--- src/cpu_pkg.sv ---
package cpu_pkg;

	localparam int xlen       = 32;
	localparam int reg_addr_w = 5;

	localparam logic [xlen-1:0]       reset_pc = 32'h0000_0000;
	localparam logic [reg_addr_w-1:0] link_reg = 5'd31; // jal/jalr link target

	// major opcodes
	localparam logic [5:0] op_special = 6'b000000;
	localparam logic [5:0] op_regimm  = 6'b000001;
	localparam logic [5:0] op_j       = 6'b000010;
	localparam logic [5:0] op_jal     = 6'b000011;
	localparam logic [5:0] op_beq     = 6'b000100;
	localparam logic [5:0] op_bne     = 6'b000101;
	localparam logic [5:0] op_blez    = 6'b000110;
	localparam logic [5:0] op_bgtz    = 6'b000111;
	localparam logic [5:0] op_addiu   = 6'b001001;
	localparam logic [5:0] op_slti    = 6'b001010;
	localparam logic [5:0] op_sltiu   = 6'b001011;
	localparam logic [5:0] op_andi    = 6'b001100;
	localparam logic [5:0] op_ori     = 6'b001101;
	localparam logic [5:0] op_xori    = 6'b001110;
	localparam logic [5:0] op_lui     = 6'b001111;
	localparam logic [5:0] op_lb      = 6'b100000;
	localparam logic [5:0] op_lw      = 6'b100011;
	localparam logic [5:0] op_lbu     = 6'b100100;
	localparam logic [5:0] op_sb      = 6'b101000;
	localparam logic [5:0] op_sw      = 6'b101011;

	// special function field
	localparam logic [5:0] fn_sll  = 6'b000000;
	localparam logic [5:0] fn_srl  = 6'b000010;
	localparam logic [5:0] fn_sra  = 6'b000011;
	localparam logic [5:0] fn_sllv = 6'b000100;
	localparam logic [5:0] fn_srlv = 6'b000110;
	localparam logic [5:0] fn_srav = 6'b000111;
	localparam logic [5:0] fn_jr   = 6'b001000;
	localparam logic [5:0] fn_jalr = 6'b001001;
	localparam logic [5:0] fn_addu = 6'b100001;
	localparam logic [5:0] fn_subu = 6'b100011;
	localparam logic [5:0] fn_and  = 6'b100100;
	localparam logic [5:0] fn_or   = 6'b100101;
	localparam logic [5:0] fn_xor  = 6'b100110;
	localparam logic [5:0] fn_nor  = 6'b100111;
	localparam logic [5:0] fn_slt  = 6'b101010;
	localparam logic [5:0] fn_sltu = 6'b101011;

	localparam logic [4:0] rt_bltz = 5'b00000; // regimm sub-codes in rt
	localparam logic [4:0] rt_bgez = 5'b00001;

	typedef enum logic [3:0] {
		alu_add, alu_sub, alu_and, alu_or, alu_nor, alu_xor,
		alu_slt, alu_sltu, alu_sll, alu_srl, alu_sra, alu_lui
	} alu_op_e;

	typedef enum logic [3:0] {
		st_init, st_fetch, st_inst_wait, st_decode, st_execute,
		st_store, st_load, st_read_wait, st_write_back
	} cpu_state_e;

	typedef enum logic [1:0] {src1_rs, src1_shamt, src1_pc} src1_sel_e;
	typedef enum logic [1:0] {src2_rt, src2_simm, src2_zimm, src2_eight} src2_sel_e;

	// nine kinds, so one bit more than a 3-bit field allows
	typedef enum logic [3:0] {
		br_none, br_beq, br_bne, br_bgez, br_bgtz, br_blez, br_bltz,
		br_jump, br_jump_reg
	} br_kind_e;

	typedef struct packed {
		alu_op_e                 alu_op;
		src1_sel_e               src1_sel;
		src2_sel_e               src2_sel;
		br_kind_e                br_kind;
		logic                    reg_write;
		logic [reg_addr_w-1:0]   dest;
		logic                    is_load;
		logic                    is_store;
		logic                    byte_access;
		logic                    load_unsigned;
	} ctrl_t;

	typedef struct packed {
		logic            read;
		logic            write;
		logic [3:0]      strb;
		logic [xlen-1:0] addr; // word aligned
		logic [xlen-1:0] wdata;
	} mem_req_t;

endpackage

--- src/inst_decode.sv ---
`timescale 1ns/10ps

module inst_decode (
	input  logic [cpu_pkg::xlen-1:0] inst,
	output cpu_pkg::ctrl_t           dec
);
	import cpu_pkg::*;

	logic [5:0] opcode;
	logic [4:0] rs, rt, rd, sa;
	logic [5:0] funct;

	assign opcode = inst[31:26];
	assign rs     = inst[25:21];
	assign rt     = inst[20:16];
	assign rd     = inst[15:11];
	assign sa     = inst[10:6];
	assign funct  = inst[5:0];

	always_comb begin
		dec.alu_op        = alu_add;
		dec.src1_sel      = src1_rs;
		dec.src2_sel      = src2_rt;
		dec.br_kind       = br_none;
		dec.reg_write     = 1'b0; // unknown words fall through as a nop
		dec.dest          = rd;
		dec.is_load       = 1'b0;
		dec.is_store      = 1'b0;
		dec.byte_access   = 1'b0;
		dec.load_unsigned = 1'b0;
		case (opcode)
			op_special: begin
				case (funct)
					fn_sll: begin
						dec.alu_op    = alu_sll;
						dec.src1_sel  = src1_shamt;
						dec.reg_write = rs == 5'd0;
					end
					fn_srl: begin
						dec.alu_op    = alu_srl;
						dec.src1_sel  = src1_shamt;
						dec.reg_write = rs == 5'd0;
					end
					fn_sra: begin
						dec.alu_op    = alu_sra;
						dec.src1_sel  = src1_shamt;
						dec.reg_write = rs == 5'd0;
					end
					fn_sllv: {dec.alu_op, dec.reg_write} = {alu_sll, sa == 5'd0};
					fn_srlv: {dec.alu_op, dec.reg_write} = {alu_srl, sa == 5'd0};
					fn_srav: {dec.alu_op, dec.reg_write} = {alu_sra, sa == 5'd0};
					fn_addu: {dec.alu_op, dec.reg_write} = {alu_add, sa == 5'd0};
					fn_subu: {dec.alu_op, dec.reg_write} = {alu_sub, sa == 5'd0};
					fn_and:  {dec.alu_op, dec.reg_write} = {alu_and, sa == 5'd0};
					fn_or:   {dec.alu_op, dec.reg_write} = {alu_or, sa == 5'd0};
					fn_xor:  {dec.alu_op, dec.reg_write} = {alu_xor, sa == 5'd0};
					fn_nor:  {dec.alu_op, dec.reg_write} = {alu_nor, sa == 5'd0};
					fn_slt:  {dec.alu_op, dec.reg_write} = {alu_slt, sa == 5'd0};
					fn_sltu: {dec.alu_op, dec.reg_write} = {alu_sltu, sa == 5'd0};
					fn_jr: begin
						if (rt == 5'd0 && rd == 5'd0)
							dec.br_kind = br_jump_reg;
					end
					fn_jalr: begin
						if (rt == 5'd0) begin
							dec.br_kind   = br_jump_reg;
							dec.reg_write = 1'b1;
							dec.dest      = link_reg;
							dec.src1_sel  = src1_pc; // link = pc + 8
							dec.src2_sel  = src2_eight;
						end
					end
					default: ;
				endcase
			end
			op_regimm: begin
				if (rt == rt_bltz)
					dec.br_kind = br_bltz;
				else if (rt == rt_bgez)
					dec.br_kind = br_bgez;
			end
			op_j: dec.br_kind = br_jump;
			op_jal: begin
				dec.br_kind   = br_jump;
				dec.reg_write = 1'b1;
				dec.dest      = link_reg;
				dec.src1_sel  = src1_pc;
				dec.src2_sel  = src2_eight;
			end
			op_beq:  dec.br_kind = br_beq;
			op_bne:  dec.br_kind = br_bne;
			op_blez: dec.br_kind = rt == 5'd0 ? br_blez : br_none;
			op_bgtz: dec.br_kind = rt == 5'd0 ? br_bgtz : br_none;
			op_addiu, op_slti, op_sltiu, op_andi, op_ori, op_xori: begin
				dec.reg_write = 1'b1;
				dec.dest      = rt;
				case (opcode)
					op_slti:  {dec.alu_op, dec.src2_sel} = {alu_slt, src2_simm};
					op_sltiu: {dec.alu_op, dec.src2_sel} = {alu_sltu, src2_simm};
					op_andi:  {dec.alu_op, dec.src2_sel} = {alu_and, src2_zimm};
					op_ori:   {dec.alu_op, dec.src2_sel} = {alu_or, src2_zimm};
					op_xori:  {dec.alu_op, dec.src2_sel} = {alu_xor, src2_zimm};
					default:  {dec.alu_op, dec.src2_sel} = {alu_add, src2_simm};
				endcase
			end
			op_lui: begin
				dec.alu_op    = alu_lui;
				dec.src2_sel  = src2_zimm;
				dec.reg_write = rs == 5'd0;
				dec.dest      = rt;
			end
			op_lw, op_lb, op_lbu: begin
				dec.src2_sel      = src2_simm; // base + offset
				dec.reg_write     = 1'b1;
				dec.dest          = rt;
				dec.is_load       = 1'b1;
				dec.byte_access   = opcode != op_lw;
				dec.load_unsigned = opcode == op_lbu;
			end
			op_sw, op_sb: begin
				dec.src2_sel    = src2_simm;
				dec.is_store    = 1'b1;
				dec.byte_access = opcode == op_sb;
			end
			default: ;
		endcase
	end

endmodule

--- src/alu.sv ---
`timescale 1ns/10ps

module alu (
	input  logic [cpu_pkg::xlen-1:0] a,
	input  logic [cpu_pkg::xlen-1:0] b,
	input  cpu_pkg::alu_op_e         op,
	output logic [cpu_pkg::xlen-1:0] result
);
	import cpu_pkg::*;

	logic [4:0] shamt;

	assign shamt = a[4:0]; // shift amount always comes in on a

	always_comb begin
		case (op)
			alu_add:  result = a + b;
			alu_sub:  result = a - b;
			alu_and:  result = a & b;
			alu_or:   result = a | b;
			alu_nor:  result = ~(a | b);
			alu_xor:  result = a ^ b;
			alu_slt:  result = {{(xlen-1){1'b0}}, $signed(a) < $signed(b)};
			alu_sltu: result = {{(xlen-1){1'b0}}, a < b};
			alu_sll:  result = b << shamt;
			alu_srl:  result = b >> shamt;
			alu_sra:  result = $signed(b) >>> shamt;
			alu_lui:  result = b << 16;
			default:  result = '0;
		endcase
	end

endmodule

--- src/reg_file.sv ---
`timescale 1ns/10ps

module reg_file (
	input  logic                           clk,
	input  logic                           rst,
	input  logic [cpu_pkg::reg_addr_w-1:0] raddr1,
	input  logic [cpu_pkg::reg_addr_w-1:0] raddr2,
	input  logic [cpu_pkg::reg_addr_w-1:0] waddr,
	input  logic                           wen,
	input  logic [cpu_pkg::xlen-1:0]       wdata,
	output logic [cpu_pkg::xlen-1:0]       rdata1,
	output logic [cpu_pkg::xlen-1:0]       rdata2
);
	import cpu_pkg::*;

	logic [xlen-1:0] regs [1 << reg_addr_w];

	always_ff @(posedge clk) begin
		if (rst) begin
			for (int i = 0; i < (1 << reg_addr_w); i++)
				regs[i] <= '0;
		end else if (wen && waddr != '0) begin
			regs[waddr] <= wdata;
		end
	end

	assign rdata1 = raddr1 == '0 ? '0 : regs[raddr1]; // r0 reads zero
	assign rdata2 = raddr2 == '0 ? '0 : regs[raddr2];

endmodule

--- src/cycle_ctrl.sv ---
`timescale 1ns/10ps

module cycle_ctrl (
	input  logic                 clk,
	input  logic                 rst,
	input  cpu_pkg::ctrl_t       dec,
	input  logic                 inst_req_ack,
	input  logic                 inst_valid,
	input  logic                 mem_req_ack,
	input  logic                 read_data_valid,
	output cpu_pkg::cpu_state_e  state,
	output logic                 inst_req_valid,
	output logic                 inst_ack,
	output logic                 mem_read,
	output logic                 mem_write,
	output logic                 read_data_ack
);
	import cpu_pkg::*;

	cpu_state_e state_nx;

	always_ff @(posedge clk) begin
		if (rst)
			state <= st_init;
		else
			state <= state_nx;
	end

	always_comb begin
		state_nx = state;
		case (state)
			st_init: state_nx = st_fetch;
			st_fetch: begin
				if (inst_req_valid && inst_req_ack)
					state_nx = st_inst_wait;
			end
			st_inst_wait: begin
				if (inst_ack && inst_valid)
					state_nx = st_decode;
			end
			st_decode: state_nx = st_execute;
			st_execute: begin
				if (dec.is_store)
					state_nx = st_store;
				else if (dec.is_load)
					state_nx = st_load;
				else if (dec.reg_write)
					state_nx = st_write_back; // alu ops, jal, jalr
				else
					state_nx = st_fetch; // j, jr, branches and nops
			end
			st_store: begin
				if (mem_write && mem_req_ack)
					state_nx = st_fetch;
			end
			st_load: begin
				if (mem_read && mem_req_ack)
					state_nx = st_read_wait;
			end
			st_read_wait: begin
				if (read_data_ack && read_data_valid)
					state_nx = st_write_back;
			end
			st_write_back: state_nx = st_fetch;
			default: state_nx = st_init;
		endcase
	end

	// handshake strobes depend on the state alone
	assign inst_req_valid = state == st_fetch;
	assign inst_ack       = state == st_inst_wait;
	assign mem_write      = state == st_store;
	assign mem_read       = state == st_load;
	assign read_data_ack  = state == st_read_wait;

endmodule

--- src/byte_lane.sv ---
`timescale 1ns/10ps

module byte_lane (
	input  logic [1:0]               addr_low,
	input  logic                     byte_access,
	input  logic                     load_unsigned,
	input  logic [cpu_pkg::xlen-1:0] store_data,
	input  logic [cpu_pkg::xlen-1:0] mem_word,
	output logic [3:0]               strb,
	output logic [cpu_pkg::xlen-1:0] wdata,
	output logic [cpu_pkg::xlen-1:0] load_result
);
	import cpu_pkg::*;

	logic [7:0] ld_byte;
	logic       ld_sign;

	// store side: byte is replicated, strobe picks the lane
	assign strb  = byte_access ? 4'b0001 << addr_low : 4'b1111;
	assign wdata = byte_access ? {4{store_data[7:0]}} : store_data;

	assign ld_byte = mem_word[{addr_low, 3'b000} +: 8];
	assign ld_sign = ld_byte[7] & ~load_unsigned; // lbu zero extends

	always_comb begin
		if (byte_access)
			load_result = {{(xlen-8){ld_sign}}, ld_byte};
		else
			load_result = mem_word;
	end

endmodule

--- src/mips_cpu.sv ---
`timescale 1ns/10ps

module mips_cpu (
	input  logic                     clk,
	input  logic                     rst,
	output logic [cpu_pkg::xlen-1:0] pc,
	output logic                     inst_req_valid,
	input  logic                     inst_req_ack,
	input  logic [cpu_pkg::xlen-1:0] instruction,
	input  logic                     inst_valid,
	output logic                     inst_ack,
	output cpu_pkg::mem_req_t        mem_req,
	input  logic                     mem_req_ack,
	input  logic [cpu_pkg::xlen-1:0] read_data,
	input  logic                     read_data_valid,
	output logic                     read_data_ack
);
	import cpu_pkg::*;

	cpu_state_e      state;
	ctrl_t           dec;
	logic            mem_read, mem_write;
	logic [xlen-1:0] next_pc, pc_plus4, br_target;
	logic            br_taken, pc_load;
	logic [xlen-1:0] inst_reg, rdata_reg;
	logic [4:0]      rs, rt, sa;
	logic [15:0]     imm;
	logic [xlen-1:0] rs_value, rt_value;
	logic [xlen-1:0] alu_a, alu_b, alu_result, rf_wdata;
	logic [3:0]      lane_strb;
	logic [xlen-1:0] lane_wdata, load_result;

	assign rs  = inst_reg[25:21];
	assign rt  = inst_reg[20:16];
	assign sa  = inst_reg[10:6];
	assign imm = inst_reg[15:0];

	cycle_ctrl u_ctrl (
		.clk, .rst, .dec, .inst_req_ack, .inst_valid, .mem_req_ack, .read_data_valid,
		.state, .inst_req_valid, .inst_ack, .mem_read, .mem_write, .read_data_ack
	);

	inst_decode u_dec (.inst(inst_reg), .dec);

	reg_file u_rf (
		.clk, .rst, .raddr1(rs), .raddr2(rt), .waddr(dec.dest),
		.wen(dec.reg_write && state == st_write_back),
		.wdata(rf_wdata), .rdata1(rs_value), .rdata2(rt_value)
	);

	alu u_alu (.a(alu_a), .b(alu_b), .op(dec.alu_op), .result(alu_result));

	byte_lane u_lane (
		.addr_low(alu_result[1:0]), .byte_access(dec.byte_access),
		.load_unsigned(dec.load_unsigned), .store_data(rt_value), .mem_word(rdata_reg),
		.strb(lane_strb), .wdata(lane_wdata), .load_result(load_result)
	);

	// branch resolution, used in decode
	assign pc_plus4 = pc + 32'd4;

	always_comb begin
		case (dec.br_kind)
			br_beq:  br_taken = rs_value == rt_value;
			br_bne:  br_taken = rs_value != rt_value;
			br_bgez: br_taken = ~rs_value[31];
			br_bgtz: br_taken = ~rs_value[31] && rs_value != '0;
			br_blez: br_taken = rs_value[31] || rs_value == '0;
			br_bltz: br_taken = rs_value[31];
			br_jump, br_jump_reg: br_taken = 1'b1;
			default: br_taken = 1'b0;
		endcase
		case (dec.br_kind)
			br_jump:     br_target = {pc[31:28], inst_reg[25:0], 2'b00};
			br_jump_reg: br_target = rs_value;
			default:     br_target = pc_plus4 + {{14{imm[15]}}, imm, 2'b00}; // no delay slot
		endcase
	end

	// pc moves only when the FSM is about to enter fetch
	assign pc_load = state == st_write_back || (mem_write && mem_req_ack) ||
		(state == st_execute && !dec.is_store && !dec.is_load && !dec.reg_write);

	always_ff @(posedge clk) begin
		if (rst) begin
			pc      <= reset_pc;
			next_pc <= reset_pc;
		end else begin
			if (state == st_decode)
				next_pc <= br_taken ? br_target : pc_plus4;
			if (pc_load)
				pc <= next_pc;
		end
	end

	always_ff @(posedge clk) begin
		if (inst_ack && inst_valid)
			inst_reg <= instruction;
		if (read_data_ack && read_data_valid)
			rdata_reg <= read_data;
	end

	always_comb begin
		case (dec.src1_sel)
			src1_shamt: alu_a = {{(xlen-5){1'b0}}, sa};
			src1_pc:    alu_a = pc;
			default:    alu_a = rs_value;
		endcase
		case (dec.src2_sel)
			src2_simm:  alu_b = {{16{imm[15]}}, imm};
			src2_zimm:  alu_b = {16'h0000, imm};
			src2_eight: alu_b = 32'd8; // pc + 8 link
			default:    alu_b = rt_value;
		endcase
	end

	assign rf_wdata = dec.is_load ? load_result : alu_result;

	always_comb begin
		mem_req.read  = mem_read;
		mem_req.write = mem_write;
		mem_req.strb  = mem_write ? lane_strb : 4'b0000;
		mem_req.addr  = {alu_result[31:2], 2'b00};
		mem_req.wdata = lane_wdata;
	end

endmodule

--- config.mk ---
export PLATFORM = sky130hd
export DESIGN_NAME = mips_cpu
export DESIGN_NICKNAME = d
export VERILOG_FILES = /design/src/cpu_pkg.sv /design/src/inst_decode.sv /design/src/alu.sv /design/src/reg_file.sv /design/src/cycle_ctrl.sv /design/src/byte_lane.sv /design/src/mips_cpu.sv
export SDC_FILE = /design/constraint.sdc
export NUM_CORES = 2
export LEC_CHECK = 0
export ABC_CLOCK_PERIOD_IN_PS = 9700
export BUFFER_PORTS_ARGS = -buffer_cell sky130_fd_sc_hd__buf_2
export CAP_MARGIN = 20
export CELL_PAD_IN_SITES_DETAIL_PLACEMENT = 1
export CELL_PAD_IN_SITES_GLOBAL_PLACEMENT = 2
export CORE_ASPECT_RATIO = 2
export CORE_UTILIZATION = 44
export DETAILED_ROUTE_END_ITERATION = 10
export GPL_TIMING_DRIVEN = 0
export MAX_ROUTING_LAYER = met4
export PLACE_DENSITY = 0.79
export SLEW_MARGIN = 20
export SYNTH_ARGS = -nofsm -noshare
export SYNTH_HDL_FRONTEND = slang
export SYNTH_SLANG_ARGS = --single-unit
--- constraint.sdc ---
create_clock -name clk -period 9.7 [get_ports clk]
set_clock_uncertainty 0.15 [all_clocks]
set_input_delay 1.94 -clock clk [delete_from_list [all_inputs] [get_ports clk]]
set_output_delay 1.94 -clock clk [all_outputs]
set_load 0.05 [all_outputs]
==> metrics.md, run 1 <==
| Metric | Value |
|---|---|
| Vias in the first global route | between 90000 and 100k |
| Hold Buf Count CTS | 0 |
| Sequential share of the synthesized area | 0.4472 |
| Largest net degree at the start of global routing | 35 |
| FFs w/ async S/R, synth | 0 |
| Port Buffers | 171 |
| First Err | [ERROR GRT-0116] Global routing finished with congestion. Check the congestion regions in the DRC Viewer. |
| HPWL Detailed | approximately 430000 µm |
| CTS Sinks | 1166 |
| Cell area after synthesis | 76550 µm² |
| Post-place setup slack | -4.133 ns |
| Post-Syn Area per Cell | 11.24 µm² |
| H-tree depth | 3 |
| Failed at | global routing (5_1_grt) |
| Synth Instances | 6813 |
| Ys flop type | edfxtp_1 |
| Row count | 216 |
| Yosys warns | 0 |
| Root buf cell | clkbuf_16 |
| Die extent in x | about 300 µm |
| IO Pins | around 180 |
| Inserted Clock Buffers | about 110 |
| Run status | stopped before the end |
| Post-synth EDFFs | roughly 1100 |
| Synthesis-stage register bit count | between 1000 and 1500 |
| Global Route Usage Sum | 0.7927 |
| First-pass GRT wire length | a little under 1000000 µm |
| Gpl congestion | approximately 1.2 |
| CTS max path bufs | 3 |
| Synth unique cells | roughly 110 |
| Placed inst area | 82920 µm² |
| Remaining global-route overflow | approximately 3700 |
| Initial Util | 0.4425 |
| Die Y | slightly below 600 µm |
## per-layer routing
layer	track usage	GRT overflow
met3	0.5702	51
met1	0.7444	39
met5	-	-
met2	1.002	2665
met4	0.8257	964
## synth_stat cells, types with 52 or more instances
| master | n | share of area |
|---|---|---|
| buf_6 | 74 | 0.011 |
| dfxtp_1 | 78 | 0.020 |
| a21o_1 | 52 | 0.0051 |
| a21oi_1 | 236 | 0.015 |
| o211ai_1 | 71 | 0.0070 |
| buf_2 | 100 | 0.0065 |
| o21ai_0 | 191 | 0.012 |
| buf_4 | 71 | 0.0070 |
| nor3_1 | 402 | 0.026 |
| mux4_2 | 382 | 0.11 |
| a211oi_1 | 60 | 0.0059 |
| mux2i_1 | 486 | 0.064 |
| a22oi_1 | 220 | 0.022 |
| a31oi_1 | 80 | 0.0065 |
| edfxtp_1 | 1088 | 0.43 |
| nor4_1 | 609 | 0.050 |
| ha_1 | 132 | 0.022 |
| inv_1 | 136 | 0.0067 |
| clkbuf_1 | 472 | 0.023 |
| nand2b_1 | 74 | 0.0060 |
| nand3_1 | 160 | 0.010 |
| nand2_1 | 357 | 0.018 |
| nor2_1 | 331 | 0.016 |
## repair_timing
| item | CTS |
|---|---|
| endpoints found under the setup margin | 1026 |
| resized for setup | 609 |
| pin swaps | 70 |
| buffers inserted | 119 |
## through the flow
stage,cells,hold WS (ns)
floorplan,6846,0.2777
global placement,9306,0.2904
detailed placement,9425,0.3033
CTS,9735,0.3097
## cells by family after synthesis
group	Yosys count	synth area share
compound gates	1362	0.1234
xor+xnor	83	0.009497
fa+ha+maj	135	0.02236
buf+inv	903	0.05853
flops	1166	0.4472
mux	899	0.1807
other cells	1	0.00004899
simple gates	2264	0.1583
==> run 2: changes to the inputs <==
Settings changed: CELL_PAD_IN_SITES_DETAIL_PLACEMENT 1 to default, CELL_PAD_IN_SITES_GLOBAL_PLACEMENT 2 to default, CORE_ASPECT_RATIO 2 to default, CORE_UTILIZATION 44 to 29, MAX_ROUTING_LAYER met4 to default, PLACE_DENSITY 0.79 to default, PLACE_DENSITY_LB_ADDON from default to 0.15.
==> run 2 against run 1 <==
  * The flow now finishes, with violations (setup timing)
  * Area after synthesis unchanged
  * Synthesized cell count unchanged
==> metrics.md, run 2 <==
| Metric | Value |
|---|---|
| Run status | finished, violations left |
| Failing checks | setup timing |
| Die area | 266000 µm² |
| Inserted Clock Buffers | 154 |
| Yosys top cell area share | 0.4268 |
| Highest clock rate | around 100 MHz |
| Worst slew pin tran | 1.431 ns |
| Synth Instances | 6813 |
| Post-synth EDFFs | 1088 |
| Post-place setup slack | -4.012 ns |
| Crit-path max FO | 10 |
| Final worst-path cycle share | 1.033 |
| Gpl congestion | 1.093 |
| CTS Sinks | roughly 1200 |
| Setup WS post-layout | -0.3188 ns |
| Max reg flops | about 1000 |
| Cell area after layout | 92980 µm² |
| Placed inst area | ~84000 µm² |
| Vias in the first global route | 70329 |
| Port Buffers | approximately 170 |
| TritonCTS clock tree | built |
| Routed wire length | between 500000 and 600000 µm |
| Synth top cells by count | edfxtp_1 (1088), nor4_1 (609), mux2i_1 (486), clkbuf_1 (472), nor3_1 (402) |
| Logic gate share of total power | 0.582 |
| Antenna Violating Nets Remaining | 0 |
| IO Pins | about 180 |
| Fin. max-slew vios | 0 |
| Via count | approximately 77000 |
| Minimum clock period | between 10 and 15 ns |
| Worst path slowest cell | o31ai_1 |
| Initial Util | 0.2916 |
| FFs w/ async S/R, synth | 0 |
| Synth unique cells | approximately 110 |
| Crit path required time | ~7.6 ns |
| Most used cell along the critical path | nor2_4 |
| Peak VDD IR | 292.6 µV |
| Largest Register | u_rf.regs |
| Routed len/inst | 51.00 µm |
| CP Capture Type | output port |
| Residual DRC | 0 |
| Pre-antenna DRT Iters | 9 |
| Initial DRC count | approximately 14000 |
| Overall Power | about 27 mW |
| Hold Buf Count CTS | 0 |
| Leakage | 33.86 nW |
| HPWL Detailed | approximately 410000 µm |
| Leading cell type by number of instances after synthesis | edfxtp_1 |
| Post-Syn Area per Cell | approximately 11 µm² |
| Core area | 262500 µm² |
| Commonest non-fill, non-tap cell in the layout | edfxtp_1 |
| H-tree depth | 4 |
| Die Y | ~520 µm |
| Most frequent cells in the layout | edfxtp_1 (1088), nor4_1 (593), mux2i_1 (483) |
| Cell area after synthesis | 76550 µm² |
| Reg2reg setup slack | around 0.60 ns |
| Clk network pwr share | 0.205 |
| Fin nets | ~7600 |
| Drt via density | about 6.9 |
| Synthesis-stage register bit count | approximately 1200 |
| Adder-cell share of the synthesized area | 0.02236 |
| Area delta synth->final | 21.47% |
| Largest net degree at the start of global routing | 35 |
| Final core occ | 0.3542 |
| Family with the most delay on the worst path | simple AND/OR/NAND/NOR gates |
| Reg clk slew, reported paths | 0.06 ns |
| Ys flop type | edfxtp_1 |
| Yosys warns | 0 |
| Hold Slack | 0.3151 ns |
| Yosys top cell by area | edfxtp_1 |
| Buffers plus inverters on the worst setup path | 4 |
| Post-Place Cells | 10634 |
| Worst-Skew Late Latency | approximately 0.92 ns |
| Min-Delay Path Class | reg2reg |
| Root buf cell | clkbuf_16 |
| Global Route Usage Sum | 0.4122 |
| RSZ-0062 raised after global routing | true |
| Synth area leaders | edfxtp_1 (43%), mux4_2 (11%), mux2i_1 (6.4%) |
| Post-Synth Simple-Gate Area | 0.1583 |
| CTS max path bufs | 4 |
| Nature of the critical path startpoint | flip-flop |
| Largest family of logic cells by synthesized area | multiplexers |
| Max Cap Viol | 0 |
| Final non-filler cell total | between 10000 and 15000 |
| Share of cells above drive strength 1 | 0.2410 |
| Row count | 188 |
| Mux cell area share after synthesis | 0.1807 |
| # setup viols final | 16 |
| Internal Pwr Total | about 13 mW |
| Worst path arrival time | slightly below 8 ns |
| Fill cells | approximately 26000 |
| Crit path largest cell delay | between 0.8 and 0.9 ns |
| Psw | 14.30 mW |
| Remaining global-route overflow | 0 |
| Die extent in x | 515.8 µm |
| Sequential share of the synthesized area | 0.4472 |
| Initial antenna violation count | between 40 and 50 |
| Final hold violations | 0 |
| Synth Area in XOR/XNOR | 0.009497 |
| Setup tns final | -1.836 ns |
| Cells along the critical path | clkbuf_2 > nor2_4 > and2_1 > a221oi_1 > and3_1 > nor2_1 > nor2_4 > inv_2 > and2_1 > mux2i_1 > a21o_1 > o31ai_1 > o22a_1 > buf_2 > a21oi_2 > nor2_4 > clkbuf_4 |
| Post-synthesis compound-gate area fraction | 0.1234 |
| Switching Fraction | 0.5231 |
| Critical path class | reg2out |
| Power per cell area | just under 300 nW/µm² |
| Sequential Power Share | 0.213 |
| First-pass GRT wire length | between 700000 and 800000 µm |
| Worst slew margin relative to its limit | 0.04590 |
[run 2: kinds of logic (layout without fill, tap and decap cells)]
logic type               Yosys count  count (layout)
other                              1              71
buffers and inverters            903            1572
AND/OR/NAND/NOR                 2264            2264
XOR/XNOR                          83              83
adder cells (fa/ha/maj)          135             135
multiplexers                     899             899
AO/OA/AOI/OAI                   1362            1362
flip-flops                      1166            1166
[run 2: layout make-up]
type                    instances  area (µm²)  area share
flip-flops and latches       1166       34250      0.3683
well taps                    3515        4398     0.04730
plain buffers                 737        5325     0.05727
clock inverters                63       469.2    0.005046
clock buffers                 196        4116     0.04427
repair buffers                433        4134     0.04446
inverters                     143       556.8    0.005988
multi-input cells            4777       39640      0.4263
diodes                         37       92.59   0.0009958
[run 2: worst min-delay path: cells and delay by family (launching register included)]
family,cells,cell delay (ns)
flip-flops,1,0.31
AND/OR/NAND/NOR,1,0.05
AO/OA/AOI/OAI,1,0.05
[run 2: per-layer routing]
| metal | share of wire | vias up | global-route usage |
|---|---|---|---|
| met1 | 0.35 | 38929 | 0.4823 |
| met2 | 0.41 | 7288 | 0.5882 |
| met3 | 0.14 | 2023 | 0.1598 |
| li1 | - | 28466 | - |
| met4 | 0.10 | 25 | 0.3519 |
| met5 | 0.00042 | - | 0.008402 |
[run 2: final timing paths]
path | end | cells past startpoint | startpoint
worst max-delay path | mem_req[67] | 17 | flip-flop
worst min-delay path | next_pc[23] | 2 | next_pc[23]
worst max register to register | u_rf.regs[16][8] | 34 | flip-flop
worst min register to register | next_pc[23] | 2 | next_pc[23]
[run 2: power groups by stage]
stage          Clock, mW  Sequential (mW)  Combinational [mW]
3_3_place_gp           0             5.95                13.4
5_1_grt             5.70             5.85                15.8
2_1_floorplan          0             5.85                7.20
6_report            5.60             5.84                15.9
4_1_cts             5.54             5.82                14.8
3_5_place_dp           0             5.92                13.8
[run 2: timing repair]
| action | 4_1_cts | 5_1_grt |
|---|---|---|
| buffers inserted | 131 | 26 |
| cloned | 1 | 0 |
| pin swaps | 62 | 32 |
| resized for setup | 592 | 105 |
| setup endpoints to repair | 1026 | 22 |
(Power assumes the default switching activity.)
